--- src/flash_pkg.sv ---
`default_nettype none

package flash_pkg;

   ////////////////////////////////////////////////////////////
   // frame field widths
   ////////////////////////////////////////////////////////////
   localparam int BITS_INST    = 8;   // opcode
   localparam int BITS_ADDR    = 24;  // flash byte address
   localparam int BITS_BYTE    = 8;
   localparam int MAX_RX_BYTES = 2;   // longest read-back (READ2)
   localparam int RX_BITS      = BITS_BYTE * MAX_RX_BYTES;
   localparam int FRAME_BITS   = BITS_INST + BITS_ADDR + BITS_BYTE; // 40, PP1 frame
   localparam int TX_CNT_BITS  = 6;   // holds up to FRAME_BITS
   localparam int RX_CNT_BITS  = 5;   // holds up to RX_BITS

   ////////////////////////////////////////////////////////////
   // M25P16 opcodes, the subset this controller issues
   ////////////////////////////////////////////////////////////
   localparam logic [BITS_INST-1:0] INST_WREN = 8'h06; // set write enable latch
   localparam logic [BITS_INST-1:0] INST_WRDI = 8'h04; // clear write enable latch
   localparam logic [BITS_INST-1:0] INST_BE   = 8'hC7; // bulk erase
   localparam logic [BITS_INST-1:0] INST_RDSR = 8'h05; // read status register
   localparam logic [BITS_INST-1:0] INST_READ = 8'h03; // read data bytes
   localparam logic [BITS_INST-1:0] INST_PP   = 8'h02; // page program

   // tx / rx bit counts per frame shape
   localparam logic [TX_CNT_BITS-1:0] TX_OP      = TX_CNT_BITS'(BITS_INST);
   localparam logic [TX_CNT_BITS-1:0] TX_OP_ADDR = TX_CNT_BITS'(BITS_INST + BITS_ADDR);
   localparam logic [TX_CNT_BITS-1:0] TX_OP_ADDR_DATA = TX_CNT_BITS'(FRAME_BITS);
   localparam logic [RX_CNT_BITS-1:0] RX_NONE = '0;
   localparam logic [RX_CNT_BITS-1:0] RX_ONE  = RX_CNT_BITS'(BITS_BYTE);
   localparam logic [RX_CNT_BITS-1:0] RX_TWO  = RX_CNT_BITS'(RX_BITS);

   ////////////////////////////////////////////////////////////
   // APB register map, byte offsets
   ////////////////////////////////////////////////////////////
   localparam int APB_ADDR_BITS = 5;
   localparam logic [APB_ADDR_BITS-1:0] REG_CMD    = 5'd0;  // wo launch, rd last code
   localparam logic [APB_ADDR_BITS-1:0] REG_ADDR   = 5'd4;  // 24-bit flash address
   localparam logic [APB_ADDR_BITS-1:0] REG_WDATA  = 5'd8;  // PP1 data byte
   localparam logic [APB_ADDR_BITS-1:0] REG_STATUS = 5'd12; // bit 0 busy
   localparam logic [APB_ADDR_BITS-1:0] REG_RDATA  = 5'd16; // read-back word

   // host command codes, low 3 bits of a REG_CMD write
   typedef enum logic [2:0] {
      CMD_WREN  = 3'd0,
      CMD_WRDI  = 3'd1,
      CMD_BE    = 3'd2,
      CMD_RDSR  = 3'd3,
      CMD_READ1 = 3'd4,
      CMD_READ2 = 3'd5,
      CMD_PP1   = 3'd6
   } flash_cmd_e;

   typedef struct packed {
      flash_cmd_e           cmd;
      logic [BITS_ADDR-1:0] addr;
      logic [BITS_BYTE-1:0] wdata;
   } flash_req_t;

   typedef struct packed {
      logic [FRAME_BITS-1:0]  tx;     // left-aligned, MSB goes out first
      logic [TX_CNT_BITS-1:0] tx_cnt;
      logic [RX_CNT_BITS-1:0] rx_cnt; // 0 when nothing comes back
   } spi_frame_t;

   typedef struct packed {
      logic sck;
      logic cs_n;
      logic mosi;
   } spi_pins_t;

   // first received byte in the upper half
   typedef logic [RX_BITS-1:0] rdata_t;

endpackage

`default_nettype wire

--- src/flash_apb_regs.sv ---
`timescale 1ns/1ps
`default_nettype none

module flash_apb_regs (
   input  wire logic                                 clk_in,
   input  wire logic                                 enable_latch_reset,
   // APB slave
   input  wire logic                                 psel,
   input  wire logic                                 penable,
   input  wire logic                                 pwrite,
   input  wire logic [flash_pkg::APB_ADDR_BITS-1:0] paddr,
   input  wire logic [31:0]                          pwdata,
   output logic      [31:0]                          prdata,
   output logic                                      pready,
   output logic                                      pslverr,
   // sequencer side
   input  wire logic                                 busy,
   input  wire flash_pkg::rdata_t                    rdata,
   output logic                                      start,
   output flash_pkg::flash_req_t                     req
);

   logic access;     // APB access phase
   logic wr;
   logic off_ok;     // paddr hits a mapped register
   logic cmd_wr;
   logic cmd_blocked;
   logic start_q;

   flash_pkg::flash_cmd_e                cmd_q;
   logic [flash_pkg::BITS_ADDR-1:0]      addr_q;
   logic [flash_pkg::BITS_BYTE-1:0]      wdata_q;

   ////////////////////////////////////////////////////////////
   // access decode
   ////////////////////////////////////////////////////////////
   assign access = psel & penable;
   assign wr     = access & pwrite;
   assign cmd_wr = wr & (paddr == flash_pkg::REG_CMD);

   // start already pulsed but busy not yet up counts as busy too
   assign cmd_blocked = busy | start_q;

   always_comb begin
      case (paddr)
         flash_pkg::REG_CMD,
         flash_pkg::REG_ADDR,
         flash_pkg::REG_WDATA,
         flash_pkg::REG_STATUS,
         flash_pkg::REG_RDATA: off_ok = 1'b1;
         default:              off_ok = 1'b0;
      endcase
   end

   assign pready  = 1'b1;                                     // zero wait states
   assign pslverr = access & (~off_ok | (cmd_wr & cmd_blocked)); // back-pressure or bad offset

   ////////////////////////////////////////////////////////////
   // register file and launch
   ////////////////////////////////////////////////////////////
   always_ff @(posedge clk_in or posedge enable_latch_reset) begin
      if (enable_latch_reset) begin
         start_q <= 1'b0;
         cmd_q   <= flash_pkg::CMD_WREN;
         addr_q  <= '0;
         wdata_q <= '0;
      end else begin
         start_q <= cmd_wr & ~cmd_blocked; // one cycle, accepted writes only
         if (cmd_wr && !cmd_blocked)
            cmd_q <= flash_pkg::flash_cmd_e'(pwdata[2:0]);
         if (wr && paddr == flash_pkg::REG_ADDR)
            addr_q <= pwdata[flash_pkg::BITS_ADDR-1:0];
         if (wr && paddr == flash_pkg::REG_WDATA)
            wdata_q <= pwdata[flash_pkg::BITS_BYTE-1:0];
      end
   end

   // read mux, unmapped offsets read zero
   always_comb begin
      case (paddr)
         flash_pkg::REG_CMD:    prdata = {29'd0, cmd_q};
         flash_pkg::REG_ADDR:   prdata = {8'd0, addr_q};
         flash_pkg::REG_WDATA:  prdata = {24'd0, wdata_q};
         flash_pkg::REG_STATUS: prdata = {31'd0, cmd_blocked};
         flash_pkg::REG_RDATA:  prdata = {16'd0, rdata};
         default:               prdata = '0;
      endcase
   end

   assign start     = start_q;
   assign req.cmd   = cmd_q;
   assign req.addr  = addr_q;
   assign req.wdata = wdata_q;

endmodule

`default_nettype wire

--- src/flash_cmd_seq.sv ---
`timescale 1ns/1ps
`default_nettype none

module flash_cmd_seq (
   input  wire logic                           clk_in,
   input  wire logic                           enable_latch_reset,
   // from register file
   input  wire logic                           start,
   input  wire flash_pkg::flash_req_t          req,
   output logic                                busy,
   output flash_pkg::rdata_t                   rdata,
   // to / from shifter
   output logic                                go,
   output flash_pkg::spi_frame_t               frame,
   input  wire logic                           done,
   input  wire logic [flash_pkg::RX_BITS-1:0]  rx_bits
);

   logic                  busy_q;
   logic                  go_q;
   flash_pkg::rdata_t     rdata_q;
   flash_pkg::spi_frame_t frame_q;

   ////////////////////////////////////////////////////////////
   // command decode into an instruction frame
   ////////////////////////////////////////////////////////////
   function automatic flash_pkg::spi_frame_t build_frame(input flash_pkg::flash_req_t r);
      logic [flash_pkg::BITS_INST-1:0] op;
      flash_pkg::spi_frame_t           f;
      f.tx_cnt = flash_pkg::TX_OP;
      f.rx_cnt = flash_pkg::RX_NONE;
      case (r.cmd)
         flash_pkg::CMD_WREN: op = flash_pkg::INST_WREN;
         flash_pkg::CMD_WRDI: op = flash_pkg::INST_WRDI;
         flash_pkg::CMD_BE:   op = flash_pkg::INST_BE;
         flash_pkg::CMD_RDSR: begin
            op       = flash_pkg::INST_RDSR;
            f.rx_cnt = flash_pkg::RX_ONE;           // status byte
         end
         flash_pkg::CMD_READ1: begin
            op       = flash_pkg::INST_READ;
            f.tx_cnt = flash_pkg::TX_OP_ADDR;
            f.rx_cnt = flash_pkg::RX_ONE;
         end
         flash_pkg::CMD_READ2: begin
            op       = flash_pkg::INST_READ;
            f.tx_cnt = flash_pkg::TX_OP_ADDR;
            f.rx_cnt = flash_pkg::RX_TWO;           // address auto-increments in flash
         end
         flash_pkg::CMD_PP1: begin
            op       = flash_pkg::INST_PP;
            f.tx_cnt = flash_pkg::TX_OP_ADDR_DATA;
         end
         default: op = flash_pkg::INST_WRDI; // code 7 is undefined and harmless to the array
      endcase
      // one layout for every command and tx_cnt decides how much goes out
      f.tx = {op, r.addr, r.wdata};
      return f;
   endfunction

   ////////////////////////////////////////////////////////////
   // transaction control
   ////////////////////////////////////////////////////////////
   always_ff @(posedge clk_in or posedge enable_latch_reset) begin
      if (enable_latch_reset) begin
         busy_q  <= 1'b0;
         go_q    <= 1'b0;
         rdata_q <= '0;
      end else begin
         go_q <= start;                  // go lines up with busy rising
         if (start) begin
            busy_q <= 1'b1;
         end else if (done) begin
            busy_q <= 1'b0;
            // left-align so the unused low byte shifts in as zero
            if (frame_q.rx_cnt != flash_pkg::RX_NONE)
               rdata_q <= rx_bits << (flash_pkg::RX_BITS - int'(frame_q.rx_cnt));
         end
      end
   end

   // frame held stable for the whole transaction
   always_ff @(posedge clk_in) begin
      if (start)
         frame_q <= build_frame(req);
   end

   assign busy  = busy_q;
   assign go    = go_q;
   assign frame = frame_q;
   assign rdata = rdata_q;

endmodule

`default_nettype wire

--- src/flash_spi_shifter.sv ---
`timescale 1ns/1ps
`default_nettype none

module flash_spi_shifter (
   input  wire logic                          clk_in,
   input  wire logic                          enable_latch_reset,
   input  wire logic                          go,
   input  wire flash_pkg::spi_frame_t         frame,
   output logic                               done,
   output logic [flash_pkg::RX_BITS-1:0]      rx_bits,
   output flash_pkg::spi_pins_t               pins,
   input  wire logic                          miso
);

   typedef enum logic [1:0] {
      ST_IDLE,
      ST_SEND,   // opcode, address, data out on mosi
      ST_RECV,   // read-back bits in on miso
      ST_FINISH  // two-cycle hold before cs_n rises
   } shift_state_e;

   shift_state_e                          state_q;
   logic                                  cs_n_q;
   logic                                  sck_q;   // divide-by-two phase, doubles as sck
   logic                                  mosi_q;
   logic                                  done_q;
   logic [flash_pkg::TX_CNT_BITS-1:0]     bit_cnt_q;
   logic [flash_pkg::RX_CNT_BITS-1:0]     rx_cnt_q;
   logic [flash_pkg::FRAME_BITS-1:0]      tx_sr_q;
   logic [flash_pkg::RX_BITS-1:0]         rx_sr_q;
   logic                                  load;
   logic                                  tx_shift;
   logic                                  rx_sample;

   assign load      = (state_q == ST_IDLE) & go;
   assign tx_shift  = (state_q == ST_SEND) & sck_q & (bit_cnt_q > 1); // falling sck, more bits
   assign rx_sample = (state_q == ST_RECV) & ~sck_q;                   // rising sck

   ////////////////////////////////////////////////////////////
   // frame FSM, one bit per two clk_in cycles
   ////////////////////////////////////////////////////////////
   always_ff @(posedge clk_in or posedge enable_latch_reset) begin
      if (enable_latch_reset) begin
         state_q   <= ST_IDLE;
         cs_n_q    <= 1'b1;
         sck_q     <= 1'b0;
         mosi_q    <= 1'b0;
         done_q    <= 1'b0;
         bit_cnt_q <= '0;
         rx_cnt_q  <= '0;
      end else begin
         done_q <= 1'b0;
         case (state_q)
            ST_IDLE: begin
               if (go) begin
                  state_q   <= ST_SEND;
                  cs_n_q    <= 1'b0;
                  mosi_q    <= frame.tx[flash_pkg::FRAME_BITS-1]; // first bit during sck low
                  bit_cnt_q <= frame.tx_cnt;
                  rx_cnt_q  <= frame.rx_cnt;
               end
            end
            ST_SEND: begin
               sck_q <= ~sck_q;
               if (tx_shift) begin
                  bit_cnt_q <= bit_cnt_q - 1'b1;
                  mosi_q    <= tx_sr_q[flash_pkg::FRAME_BITS-2];  // next bit
               end else if (sck_q) begin                          // last tx bit ends
                  mosi_q <= 1'b0;
                  if (rx_cnt_q != '0) begin
                     state_q   <= ST_RECV;
                     bit_cnt_q <= flash_pkg::TX_CNT_BITS'(rx_cnt_q);
                  end else begin
                     state_q   <= ST_FINISH;
                     bit_cnt_q <= 1;
                  end
               end
            end
            ST_RECV: begin
               sck_q <= ~sck_q;
               if (sck_q) begin
                  if (bit_cnt_q > 1) begin
                     bit_cnt_q <= bit_cnt_q - 1'b1;
                  end else begin
                     state_q   <= ST_FINISH;
                     bit_cnt_q <= 1;
                  end
               end
            end
            default: begin                        // ST_FINISH, sck stays low
               if (bit_cnt_q != '0) begin
                  bit_cnt_q <= bit_cnt_q - 1'b1;
               end else begin
                  state_q <= ST_IDLE;
                  cs_n_q  <= 1'b1;
                  done_q  <= 1'b1;
               end
            end
         endcase
      end
   end

   // shift registers
   always_ff @(posedge clk_in) begin
      if (load) begin
         tx_sr_q <= frame.tx;
         rx_sr_q <= '0;                  // short reads leave upper bits zero
      end else begin
         if (tx_shift)
            tx_sr_q <= tx_sr_q << 1;
         if (rx_sample)
            rx_sr_q <= {rx_sr_q[flash_pkg::RX_BITS-2:0], miso}; // MSB first
      end
   end

   assign done    = done_q;
   assign rx_bits = rx_sr_q;
   assign pins    = '{sck: sck_q, cs_n: cs_n_q, mosi: mosi_q};

endmodule

`default_nettype wire

--- src/flash_ctrl_top.sv ---
`timescale 1ns/1ps
`default_nettype none

module flash_ctrl_top (
   input  wire logic                                 clk_in,
   input  wire logic                                 enable_latch_reset,
   // APB slave
   input  wire logic                                 psel,
   input  wire logic                                 penable,
   input  wire logic                                 pwrite,
   input  wire logic [flash_pkg::APB_ADDR_BITS-1:0] paddr,
   input  wire logic [31:0]                          pwdata,
   output logic      [31:0]                          prdata,
   output logic                                      pready,
   output logic                                      pslverr,
   // serial flash
   output flash_pkg::spi_pins_t                      pins,
   input  wire logic                                 miso
);

   logic                           start;
   logic                           busy;
   logic                           go;
   logic                           done;
   logic [flash_pkg::RX_BITS-1:0]  rx_bits;
   flash_pkg::flash_req_t          req;
   flash_pkg::rdata_t              rdata;
   flash_pkg::spi_frame_t          frame;

   ////////////////////////////////////////////////////////////
   // APB regs -> command sequencer -> SPI shifter
   ////////////////////////////////////////////////////////////
   flash_apb_regs i_regs (
      .clk_in, .enable_latch_reset, .psel, .penable, .pwrite, .paddr, .pwdata,
      .prdata, .pready, .pslverr, .busy, .rdata, .start, .req
   );

   flash_cmd_seq i_seq (
      .clk_in, .enable_latch_reset, .start, .req, .busy, .rdata,
      .go, .frame, .done, .rx_bits
   );

   flash_spi_shifter i_shift (
      .clk_in, .enable_latch_reset, .go, .frame, .done, .rx_bits, .pins, .miso
   );

endmodule

`default_nettype wire

--- config.mk ---
export PLATFORM = sky130hd
export DESIGN_NAME = flash_ctrl_top
export DESIGN_NICKNAME = d
export VERILOG_FILES = /design/src/flash_pkg.sv /design/src/flash_apb_regs.sv /design/src/flash_cmd_seq.sv /design/src/flash_spi_shifter.sv /design/src/flash_ctrl_top.sv
export SDC_FILE = /design/constraint.sdc
export NUM_CORES = 1
export LEC_CHECK = 0
export BUFFER_PORTS_ARGS = -buffer_cell sky130_fd_sc_hd__clkbuf_2
export CAP_MARGIN = 20
export CORE_MARGIN = 3
export CORE_UTILIZATION = 50
export DETAILED_ROUTE_END_ITERATION = 8
export PLACE_DENSITY = 0.7
export RECOVER_POWER = 100
export SLEW_MARGIN = 30
export SYNTH_ARGS = -nofsm -noshare
export SYNTH_HDL_FRONTEND = slang
export SYNTH_SLANG_ARGS = --single-unit
export TNS_END_PERCENT = 30
--- constraint.sdc ---
create_clock -name clk_in -period 4.3 [get_ports clk_in]
set_input_delay 0.645 -clock clk_in [delete_from_list [all_inputs] [get_ports clk_in]]
set_output_delay 0.645 -clock clk_in [all_outputs]
set_load 0.1 [all_outputs]
=== After elaboration in Yosys (flattened, before gate mapping) ===
Cells that the tools add are included.

* Flip-flop bits (word level): 177
* Input port bits: 43
* Output and inout port bits: 37
* Logic and storage cells: 118

* $add $sub $neg: 2
* Order comparisons: 1
* Equality and inequality tests: 19
* Shift operators: 1
* Mux-type cells: 34
* Bitwise gates (word level): 17
* Reduce and logical (&&, ||, !) cells: 25

{| class="wikitable"
|+ Operators by type and width
! operator !! number
|-
| 24-bit one-hot mux with 5 select lines || 1
|-
| 39-bit two-way mux || 2
|-
| 8-bit one-hot mux with 5 select lines || 1
|-
| 6-bit two-way mux || 6
|-
| 16-bit by 32-bit << shifter with 16-bit output || 1
|-
| 6-bit one-hot mux with 3 select lines || 1
|-
| 2-bit two-way mux || 6
|-
| 6-bit one-hot mux with 2 select lines || 1
|-
| 1-bit two-way mux || 11
|-
| 1-bit AND || 10
|-
| 5-bit by 4-bit == test with 1-bit output (second input constant) || 2
|-
| 5-bit one-hot mux with 2 select lines || 1
|-
| 5-bit nonzero test || 2
|-
| 3-bit == test (second input constant) || 3
|-
| 3-bit AND reduction || 3
|-
| 3-bit by 2-bit == test with 1-bit output (second input constant) || 2
|-
| 6-bit by 1-bit greater-than comparator with 1-bit output (second input constant) || 1
|-
| 2-bit by 1-bit inequality test with 1-bit output (second input constant) || 3
|-
| 2-bit inequality test (second input constant) || 3
|-
| 2-bit one-hot mux with 3 select lines || 1
|-
| 6-bit AND reduction || 1
|-
| 2-bit nonzero test || 3
|-
| 6-bit nonzero test || 1
|-
| 2-bit OR reduction || 3
|-
| 22 further kinds || 30
|}

=== Longest topological paths before layout ===
Gate-level depths: netlist (run 1).

* Depth in word-level cells: 6
* Mapped depth: 9
* Mapped depth without buffers: 7

=== Cells and area by module ===
A second synthesis (run 1) with hierarchy kept.

* Cell total of the unflattened synthesis: 545
* Area, all modules: 7262.0 um^2

{| class="wikitable"
|+ By module, submodules not included
! module !! instances !! cells each !! area an instance (um^2) !! seq. area each (um^2)
|-
| flash_spi_shifter || 1 || 272 || 3311.9 || 1918.1
|-
| flash_cmd_seq || 1 || 129 || 2117.0 || 1651.6
|-
| flash_apb_regs || 1 || 144 || 1833.0 || 900.9
|}

=== Worst setup path before layout (run 1) ===
Ideal clock, no wire load.

* Path kind: input to output
* Start: in paddr[4] in the netlist's numbering
* End: out pslverr
* Arrival time: 3.202 ns
* Required time: 3.655 ns
* Path slack: 0.453 ns
* Stages: 4
* Path buffers: 0
* Cells stage by stage: or3_4 nor3_1 nand3_1 a31oi_1

* Word-level cells in the longest chain between the ends: 6
* Elaborated cells on any way between the ends: 12
* Those cells by class: eq/ne (4); mux (1); bitwise (5); reduce/logical (2)

{| class="wikitable"
|+ RTL lines
! item !! RTL line !! text
|-
| start: declaration || flash_ctrl_top.sv:11 || <nowiki>input wire logic [flash_pkg::APB_ADDR_BITS-1:0] paddr,</nowiki>
|-
| 5-bit by 4-bit == test with 1-bit output, or another cell as far along || flash_apb_regs.sv:45 || <nowiki>case (paddr)</nowiki>
|-
| 5-bit OR reduction || flash_apb_regs.sv:45 ||
|-
| 1-bit two-way mux || flash_apb_regs.sv:45 ||
|-
| 1-bit NOT || flash_apb_regs.sv:56 || <nowiki>assign pslverr = access & (~off_ok | (cmd_wr & cmd_blocked));</nowiki>
|-
| 1-bit OR * || flash_apb_regs.sv:56 ||
|-
| 1-bit AND * || flash_apb_regs.sv:56 ||
|-
| end: declaration || flash_ctrl_top.sv:15 || <nowiki>output logic pslverr,</nowiki>
|}

Every way passes the cells marked *; elsewhere a longest branch is shown, timed or not.

=== Worst setup path after layout (run 1) ===
* Start: in paddr[4] in the netlist's numbering
* End: out prdata[2]

* Word-level cells in the longest chain between the ends: 2
* Elaborated cells on any way between the ends: 6
* Those cells by class: eq/ne (4); mux (1); reduce/logical (1)

{| class="wikitable"
|+ RTL lines
! item !! RTL line !! text
|-
| 5-bit == test, or another cell as far along || flash_apb_regs.sv:80 || <nowiki>case (paddr)</nowiki>
|-
| 24-bit one-hot mux with 5 select lines * || flash_apb_regs.sv:80 ||
|-
| end: declaration || flash_ctrl_top.sv:13 || <nowiki>output logic [31:0] prdata,</nowiki>
|}

Marks and branches as above.

==> results.md, run 1 <==
- The run finished, with violations left.
- The final reports fail on max-capacitance violations, max-slew violations.
- The count of flip-flops with a built-in enable after synthesis is roughly 80.
- Between clock sinks in the finished design, the worst skew comes to 0.00881 ns.
- The number of inserted diodes is 0.
- The vias after detailed routing is approximately 4.5k.
- TritonCTS built the clock tree.
- Setup repair after global routing left no endpoint under its margin.
- Measured along the y axis, the die boundary spans 124 um.
- The tightest min-delay check is of the primary input to flop type.
- Leaving out fill and tap cells, the most frequent cell in the layout is sky130_fd_sc_hd__nand2_1.
- STA puts the critical path data arrival time at between 2 and 3 ns.
- The detail route stage leaves a number of antenna-violating nets equal to 0.
- After detailed routing, the number of remaining DRC violations is 0.
- The number of port buffers is 62.
- The cell sitting at the root of the clock tree is a sky130_fd_sc_hd__clkbuf_16.
- The via-per-instance ratio is around 5.4.
- The signal on the critical path passes through clkbuf_1 -> or3_1 -> nor3b_4 -> buf_4 -> a22o_1 -> a221o_1 -> clkbuf_1.
- On the worst path, the slowest cell contributes a delay of approximately 0.87 ns.
- The number of global-route vias before repair is 4444.
- The standard cell area after detailed placement is 7380 um^2.
- In this run the count of I/O pins placed on the die edge is 80.
- The startpoint type of the worst setup path is a primary input.
- The distinct cell type count after synthesis is 57.
- Routability-driven placement finished with a final weighted congestion of a little over 0.8.
- The setup TNS is 0 ns.
- The post-detailed-routing wire length is 13400 um.
- The setup check on the worst reg-to-reg path leaves a slack of 0.93 ns.
- Sequential cells were found to cover around 63% of the synthesized design area.
- The final-report max-slew violation count was 99.
- Gates resized during post-CTS repair numbered 0.
- The number of buffers created by CTS is 17.
- The H-tree depth is 4.
- STA puts the critical path data required time at around 3.7 ns.
- The mean routed wirelength per cell is ~16 um.
- The summed area of non-filler cells in the final layout is ~7900 um^2.
- During synthesis, Yosys emitted a total of 0 warnings.
- The x dimension of the die is roughly 120 um.
- The share of synthesized registers carrying an async set or reset is between 40% and 50%.
- The synthesized flop and latch total is around 160.
- The power per cell area is around 570 nW/um^2.
- On the critical path, the stage with the largest delay is an instance of sky130_fd_sc_hd__clkbuf_1.
- In this run, the number of DRC markers left after iteration 0 of detailed routing was about 400.
- The pre-antenna-repair detailed-routing pass consisted of 5 iterations.
- The detailed placer's ending HPWL is ~9000 um.
- For this run the aggregate overflow at the end of global routing stands at 0.
- In this run the worst path has a maximum fanout of 24.
- Of the cells placed in the final design, the portion with a size suffix greater than 1 is ~13%.
- The worst slack on hold paths is 0.432 ns.
- The total standard cell area after synthesis is about 7000 um^2.
- Relative to the synthesized area, the layout overhead comes to 12.8%.
- In the layout the commonest cells are sky130_fd_sc_hd__nand2_1, sky130_fd_sc_hd__edfxtp_1, sky130_fd_sc_hd__dfrtp_1.
- The transition time at the pin with the least slew margin is approximately 2.4 ns.
- The main flop type after synthesis is sky130_fd_sc_hd__edfxtp_1.
- The number of failing hold endpoints at the final stage is 0.
- The post-CTS setup-driven buffer insertion count is 0.
- The critical path is of the primary input to primary output type.
- In this run the tightest slew margin relative to its limit is -60.1%.
- Averaged over all synthesized cells, the footprint is 11.7 um^2.
- The worst reg-to-reg path cell count is 6.
- The time the worst path needs with I/O delays and setup is approximately 3.6 ns.
- The placeable core area is between 10000 and 15000 um^2.
- The first-pass GRT wire length is approximately 22000 um.
- Entering global routing, the biggest net connects between 50 and 60 pins.
- Timing would allow up to around 0.28 GHz.
- The maximum buffer depth of the clock tree is 2.
- Counting instances, the worst hold path has a depth of 2.
- Clock latency on the worst-skew pair, taken at its later pin, is between 0.4 and 0.5 ns.
- After clock tree synthesis, the clock-pin slew on the worst setup and hold paths is about 0.06 ns.
- The final critical path takes up 82.6% of the cycle.
- Global routing used 19.0% of the available tracks across all layers.
- The number of maximum-capacitance constraint violations is 3.
- The post-cts hold buffer count is 0.
- The most frequent cell on the critical path is sky130_fd_sc_hd__clkbuf_1.
- The number of antenna violations at the first check in global routing is 0.
- Once the floorplan was initialized, standard cells occupied approximately 52% of the core.
- The kind of capture point of the worst setup path is a primary output.
- The clock drives roughly 160 sinks.
- The number of cell rows is between 40 and 50.
- The final net count is ~700.
- After technology mapping, the gate count stands at 595.
- Setup violations remaining at the end of the flow were counted as 0.
- The maximum VDD drop is ~0.00031 V.
- The floorplan step defined a die boundary enclosing ~15000 um^2.
- The leakage power of the design is 0.00343 uW.
## worst paths after layout
kind	start	to
worst max register to register	i_shift.state_q[1]	i_shift.tx_sr_q[26]
worst min register to register	i_shift.rx_bits[15]	i_shift.rx_bits[15]
worst min-delay path	pwdata[12]	i_regs.addr_q[12]
min in group asynchronous	enable_latch_reset	i_shift.state_q[1]
worst max-delay path	paddr[4]	prdata[2]
max in group asynchronous	enable_latch_reset	i_shift.bit_cnt_q[4]
## report_power, final
part / switching (uW) / internal [uW]
sequential: 150 / 1910
combinational: 640 / 321
clock: 619 / 862
total: 1410 / 3100
## cell families after synthesis
logic type | after synthesis | synth area share [%]
mux | 45 | 7.25
compound gates | 89 | 8.73
xor+xnor | 1 | 0.126
fa+ha+maj | 9 | 1.62
flops | 163 | 63.1
other cells | 2 | 0.108
simple gates | 226 | 14.8
buf+inv | 60 | 4.29
## flip-flops by register name, summed over array words and instances, names as in the netlist, 2 cells and up
| register | cells |
|---|---|
| i_regs.addr_q | 24 |
| i_regs.cmd_q | 3 |
| i_regs.wdata_q | 8 |
| i_seq.frame | 40 |
| i_seq.rdata | 16 |
| i_shift.bit_cnt_q | 6 |
| i_shift.rx_bits | 16 |
| i_shift.rx_cnt_q | 2 |
| i_shift.state_q | 2 |
| i_shift.tx_sr_q | 39 |
## layout make-up
class                           instances  area (um^2)
Inverter                               20         75.1
Tap cell                              176          220
Sequential cell                       163         4400
Clock inverter                         14          154
Timing Repair Buffer                   71          324
Multi-Input combinational cell        379         2270
Fill cell                            1169         5590
Clock buffer                           18          429
## metal layers
layer	global-route usage, %	vias to the layer above	share of wire, %	wire length [um]
met4	7.26	0	1.7	232
li1	-	2168	-	-
met1	24.7	2231	44	5920
met3	5.40	16	4.4	587
met5	0	-	0	0
met2	30.3	119	50	6670
## cell usage after synthesis, drive strengths merged (5+ instances only)
cell    count  area share (%)
nor2       11            0.70
and2       12             1.1
o21ai      21             1.5
ha          9             1.6
a21oi      21             1.5
dfxtp      16             4.6
a22o       19             2.4
mux2i      10             1.4
dfrtp      67              24
clkbuf     23             1.2
inv        20             1.1
nor3        7            0.50
buf        17             2.0
edfxtp     79              34
mux2       34             5.5
nand2     164             8.8
a222oi      5            0.72
nand2b      6            0.54
## through the flow
step	total power, uW	utilization (%)	setup WS, ns	cells
after CTS	4560	59.2	1.21	841
after global routing	4760	58.5	0.625	841
after floorplan	2840	-	0.453	602
final	4510	58.5	0.747	841
after global placement	3020	54.8	1.23	809
after detailed placement	3070	54.8	1.21	809
## worst max-delay path: cells and delay by family
kind,cells,cell delay (ns)
simple gates,2,0.67
compound gates,2,0.32
buf+inv,3,1.26
No activity file was read; power rests on OpenSTA's default activity.
==> inputs of run 2 (changes only) <==
Settings changed: ABC_AREA set to 1, PLACE_DENSITY 0.7 to 0.73.
Clock period 4.3 ns to 3 ns, I/O delays scaled along.
==> run 2 against run 1 <==
Against the previous run: first-iteration DRC count is 2.7% lower; the flow now finishes without violations; cell area is 2.0% higher; cell count grew 19%; via count rose by 16%; register-to-register slack worse by 0.47 ns; sequential cell count stayed put.
==> results.md, run 2 <==
- The flow ran to the end, and the final reports show no timing, DRC or antenna violations.
- The finished cells cover 8020 um^2.
- The first global-routing pass estimated 24900 um of wire.
- The maximum achievable frequency is about 0.37 GHz.
- The H-tree depth is 4.
- The total standard cell area after synthesis is roughly 7100 um^2.
- The length of the first detailed-routing pass in iterations is 5.
- The effective utilization at floorplan is 52.2%.
- The critical path in this run is classified as primary input to primary output.
- The overall fraction of global-route tracks in use is 19.7%.
- The share of the clock period used by the worst path after layout is around nine tenths.
- For this block, the initial DRC count from the detailed router was 392.
- The floorplan step defined a die boundary enclosing 15600 um^2.
- Post-CTS repair changed the size of 0 cells.
- The mean post-synth cell area is ~9.4 um^2.
- The synthesized flop and latch total is ~160.
- The standard cell area after detailed placement is between 7000 and 8000 um^2.
- The largest individual stage delay along the critical path comes from the cell sky130_fd_sc_hd__clkbuf_2.
- The CTS tree is yes.
- The final-report max-slew violation count is 0.
- The library cells used most frequently in the layout, excluding fill and tap cells, are sky130_fd_sc_hd__nand2_1, sky130_fd_sc_hd__nor2_1, sky130_fd_sc_hd__inv_1, sky130_fd_sc_hd__edfxtp_1, sky130_fd_sc_hd__dfrtp_1.
- The region available for standard cell placement spans about 14000 um^2.
- After detailed routing, the average wire length per cell comes to about 15 um.
- The x dimension of the die is around 130 um.
- The most area-hungry cell type in the Yosys netlist is sky130_fd_sc_hd__edfxtp_1.
- CTS placed an instance of sky130_fd_sc_hd__clkbuf_16 at the clock tree root.
- The number of global-route vias before repair is between 5k and 6k.
- The register clock-pin slew on the reported worst setup and hold paths is approximately 0.060 ns.
- The number of antenna violations at the first check in global routing is 0.
- After detailed routing, the number of remaining DRC violations is 0.
- Setup violations remaining at the end of the flow were counted as 0.
- For this run, the slowest stage of the critical path takes roughly 0.48 ns.
- The distinct cell type count after synthesis is 34.
- Of the cells placed in the final design, the portion with a size suffix greater than 1 is between 10% and 20%.
- In the synthesized netlist, the cells that appear most often are sky130_fd_sc_hd__nand2_1, sky130_fd_sc_hd__edfxtp_1, sky130_fd_sc_hd__inv_1, sky130_fd_sc_hd__nor2_1, sky130_fd_sc_hd__dfrtp_1.
- The signal on the critical path passes through clkbuf_2 -> nor2_1 -> inv_1 -> nor4_1 -> clkbuf_1 -> nand2_1 -> nand4_1 -> clkbuf_2.
- In this run the tool buffered the top-level ports with 62 buffer cells.
- The cell that appears most often on the critical path is sky130_fd_sc_hd__clkbuf_2.
- Synthesis produced a netlist whose cell count is roughly 750.
- The register with the most flip-flops in the layout has 40 of them.
- The time the worst path needs with I/O delays and setup is approximately 2.7 ns.
- Data on the critical path is required at its endpoint by 2.55 ns.
- In this run the post-CTS setup repair buffer count came out at 0.
- Grouping stages by cell kind, the critical path spends the most delay in buffers and inverters.
- The final weighted congestion in routability-driven placement is roughly 0.86.
- The number of maximum-capacitance constraint violations is 0.
- The number of buffers created by CTS is 17.
- Wires add up to approximately 15000 um.
- Counting the fill cells in the layout gives 1135.
- The via-per-instance ratio is between 5 and 6.
- The area taken by multi-input logic gates is 2160 um^2.
- Ranked by total cell area, the synthesized netlist is headed by sky130_fd_sc_hd__edfxtp_1, sky130_fd_sc_hd__dfrtp_1, sky130_fd_sc_hd__nand2_1, sky130_fd_sc_hd__dfxtp_1, sky130_fd_sc_hd__inv_1.
- The post-cts hold buffer count is 0.
- Along the worst path, the maximum fanout reaches 9.
- The cell with the most instances after synthesis is sky130_fd_sc_hd__nand2_1.
- The worst-case IR drop observed on VDD is between 0.0004 and 0.0005 V.
- The maximum buffer depth of the clock tree is 2.
- Clock latency on the worst-skew pair, taken at its later pin, is around 0.41 ns.
- The tightest hold path in the finished design has a slack of roughly 0.27 ns.
- The vias after detailed routing is about 5.3k.
- After synthesis, the share of flip-flops with an asynchronous set or reset is roughly two fifths.
- The worst min-delay path class is primary input to flop.
- Together, buffers and inverters on the worst path number 4.
- The number of inserted diodes is 0.
- The I/O pin count is 80.
- The startpoint type of the worst setup path is a primary input.
- The layout-stage area growth over the synthesis result is 13.3%.
- The maximum number of pins on one net before global-route repair is 58.
- The residual antenna-violating net count after detailed routing is 0.
- The number of failing hold endpoints at the final stage is 0.
- The main flop type after synthesis is sky130_fd_sc_hd__edfxtp_1.
- The power per cell area is 857 nW/um^2.
- Clock tree synthesis found a total of 163 sinks.
- The count of flip-flops with a built-in enable after synthesis is approximately 80.
- The wire-length estimate of the detail-placed layout is about 10000 um.
- The most common library cell in the layout ignoring fill and taps is sky130_fd_sc_hd__nand2_1.
- After global routing the overflow that remains totals 0.
- Setup repair after global routing left no endpoint under its margin.
- Measured along the y axis, the die boundary spans 125 um.
- The synthesized design devotes to its leading area cell type around a third of total area.
- Summed over all cells, the static leakage comes to 0.00369 uW.
- The worst-case headroom to the max-slew limit is between 10% and 20%.
- At the end of the flow, the number of nets in the layout was 865.
- At the pin with the least slew margin, the transition time is between 1 and 1.5 ns.
- The yosys synthesis warning count is 0.
- Registers take 4400 um^2.
- Sequential elements use 62.1% of the synthesized area.
- Row generation in the floorplan step produced 42 rows.
- STA classifies the critical path endpoint as a primary output.
- Clock skew on the completed layout was measured at a little over 0.006 ns.
- The arrival time at the worst endpoint is about 2.3 ns.
-- run 2: cell count changes after synthesis, sizes merged, moves of 19 or more --
cell / change
mux2: -34
a22o: -19
nand2: +65
inv: +60
nand3: +22
o21ai: +32
nor2: +70
-- run 2: report_power, final --
group | switching [uW] | internal, uW
registers | 248 | 2860
clock network | 844 | 1300
logic | 1150 | 479
-- run 2: final timing paths --
kind | from | to | slack, ns | cells after the start
setup / recovery | paddr[1] | prdata[0] | 0.29 | 8
hold / removal | pwdata[11] | i_regs.addr_q[11] | 0.27 | 3
setup reg to reg | i_shift.state_q[1] | i_shift.tx_sr_q[12] | 0.46 | 6
hold reg to reg | i_regs.addr_q[19] | i_seq.frame[38] | 0.45 | 0
max in group asynchronous | enable_latch_reset | i_regs.addr_q[16] | 0.84 | 3
min in group asynchronous | enable_latch_reset | i_shift.sck_q | 0.33 | 2
-- run 2: final cells by class --
class | count | area share [%]
multi-input combinational | 477 | 26.9
tap | 176 | 2.74
inverter | 80 | 3.74
clock buffer | 18 | 5.35
timing repair buffer | 74 | 4.44
clock inverter | 14 | 2.04
sequential | 163 | 54.8
-- run 2: metal layers --
| metal | wire length (um) | track usage [%] |
|---|---|---|
| met1 | 6490 | 26.6 |
| met2 | 7240 | 31.5 |
| met3 | 826 | 3.71 |
| met4 | 293 | 8.23 |
| met5 | 0 | 0 |
-- run 2: logic make-up after synthesis --
| logic type | count (synthesis) | share of synthesized area, % |
|---|---|---|
| AO/OA/AOI/OAI | 108 | 8.78 |
| XOR/XNOR | 2 | 0.247 |
| adder cells (fa/ha/maj) | 9 | 1.59 |
| buffers and inverters | 119 | 7.19 |
| flip-flops | 163 | 62.1 |
| other | 2 | 0.106 |
| AND/OR/NAND/NOR | 349 | 20.0 |
-- run 2: worst register-to-register path, delay by kind of cell (launching register included) --
family | cells | cell delay [ns]
and+or+nand+nor | 2 | 0.44
adders and majority gates | 1 | 0.22
buffers and inverters | 3 | 1.12
DFF | 1 | 0.42
-- run 2: stage by stage --
step	setup WS, ns	cells	util (%)	TNS, ns	power (uW)
6_report	0.287	1002	59.2	0	6880
3_3_place_gp	0.447	970	55.7	0	4680
3_5_place_dp	0.396	970	55.7	0	4770
2_1_floorplan	-0.654	759	-	-5.24	4380
4_1_cts	0.345	1002	60.1	0	6920
5_1_grt	0.163	1002	59.2	0	7260
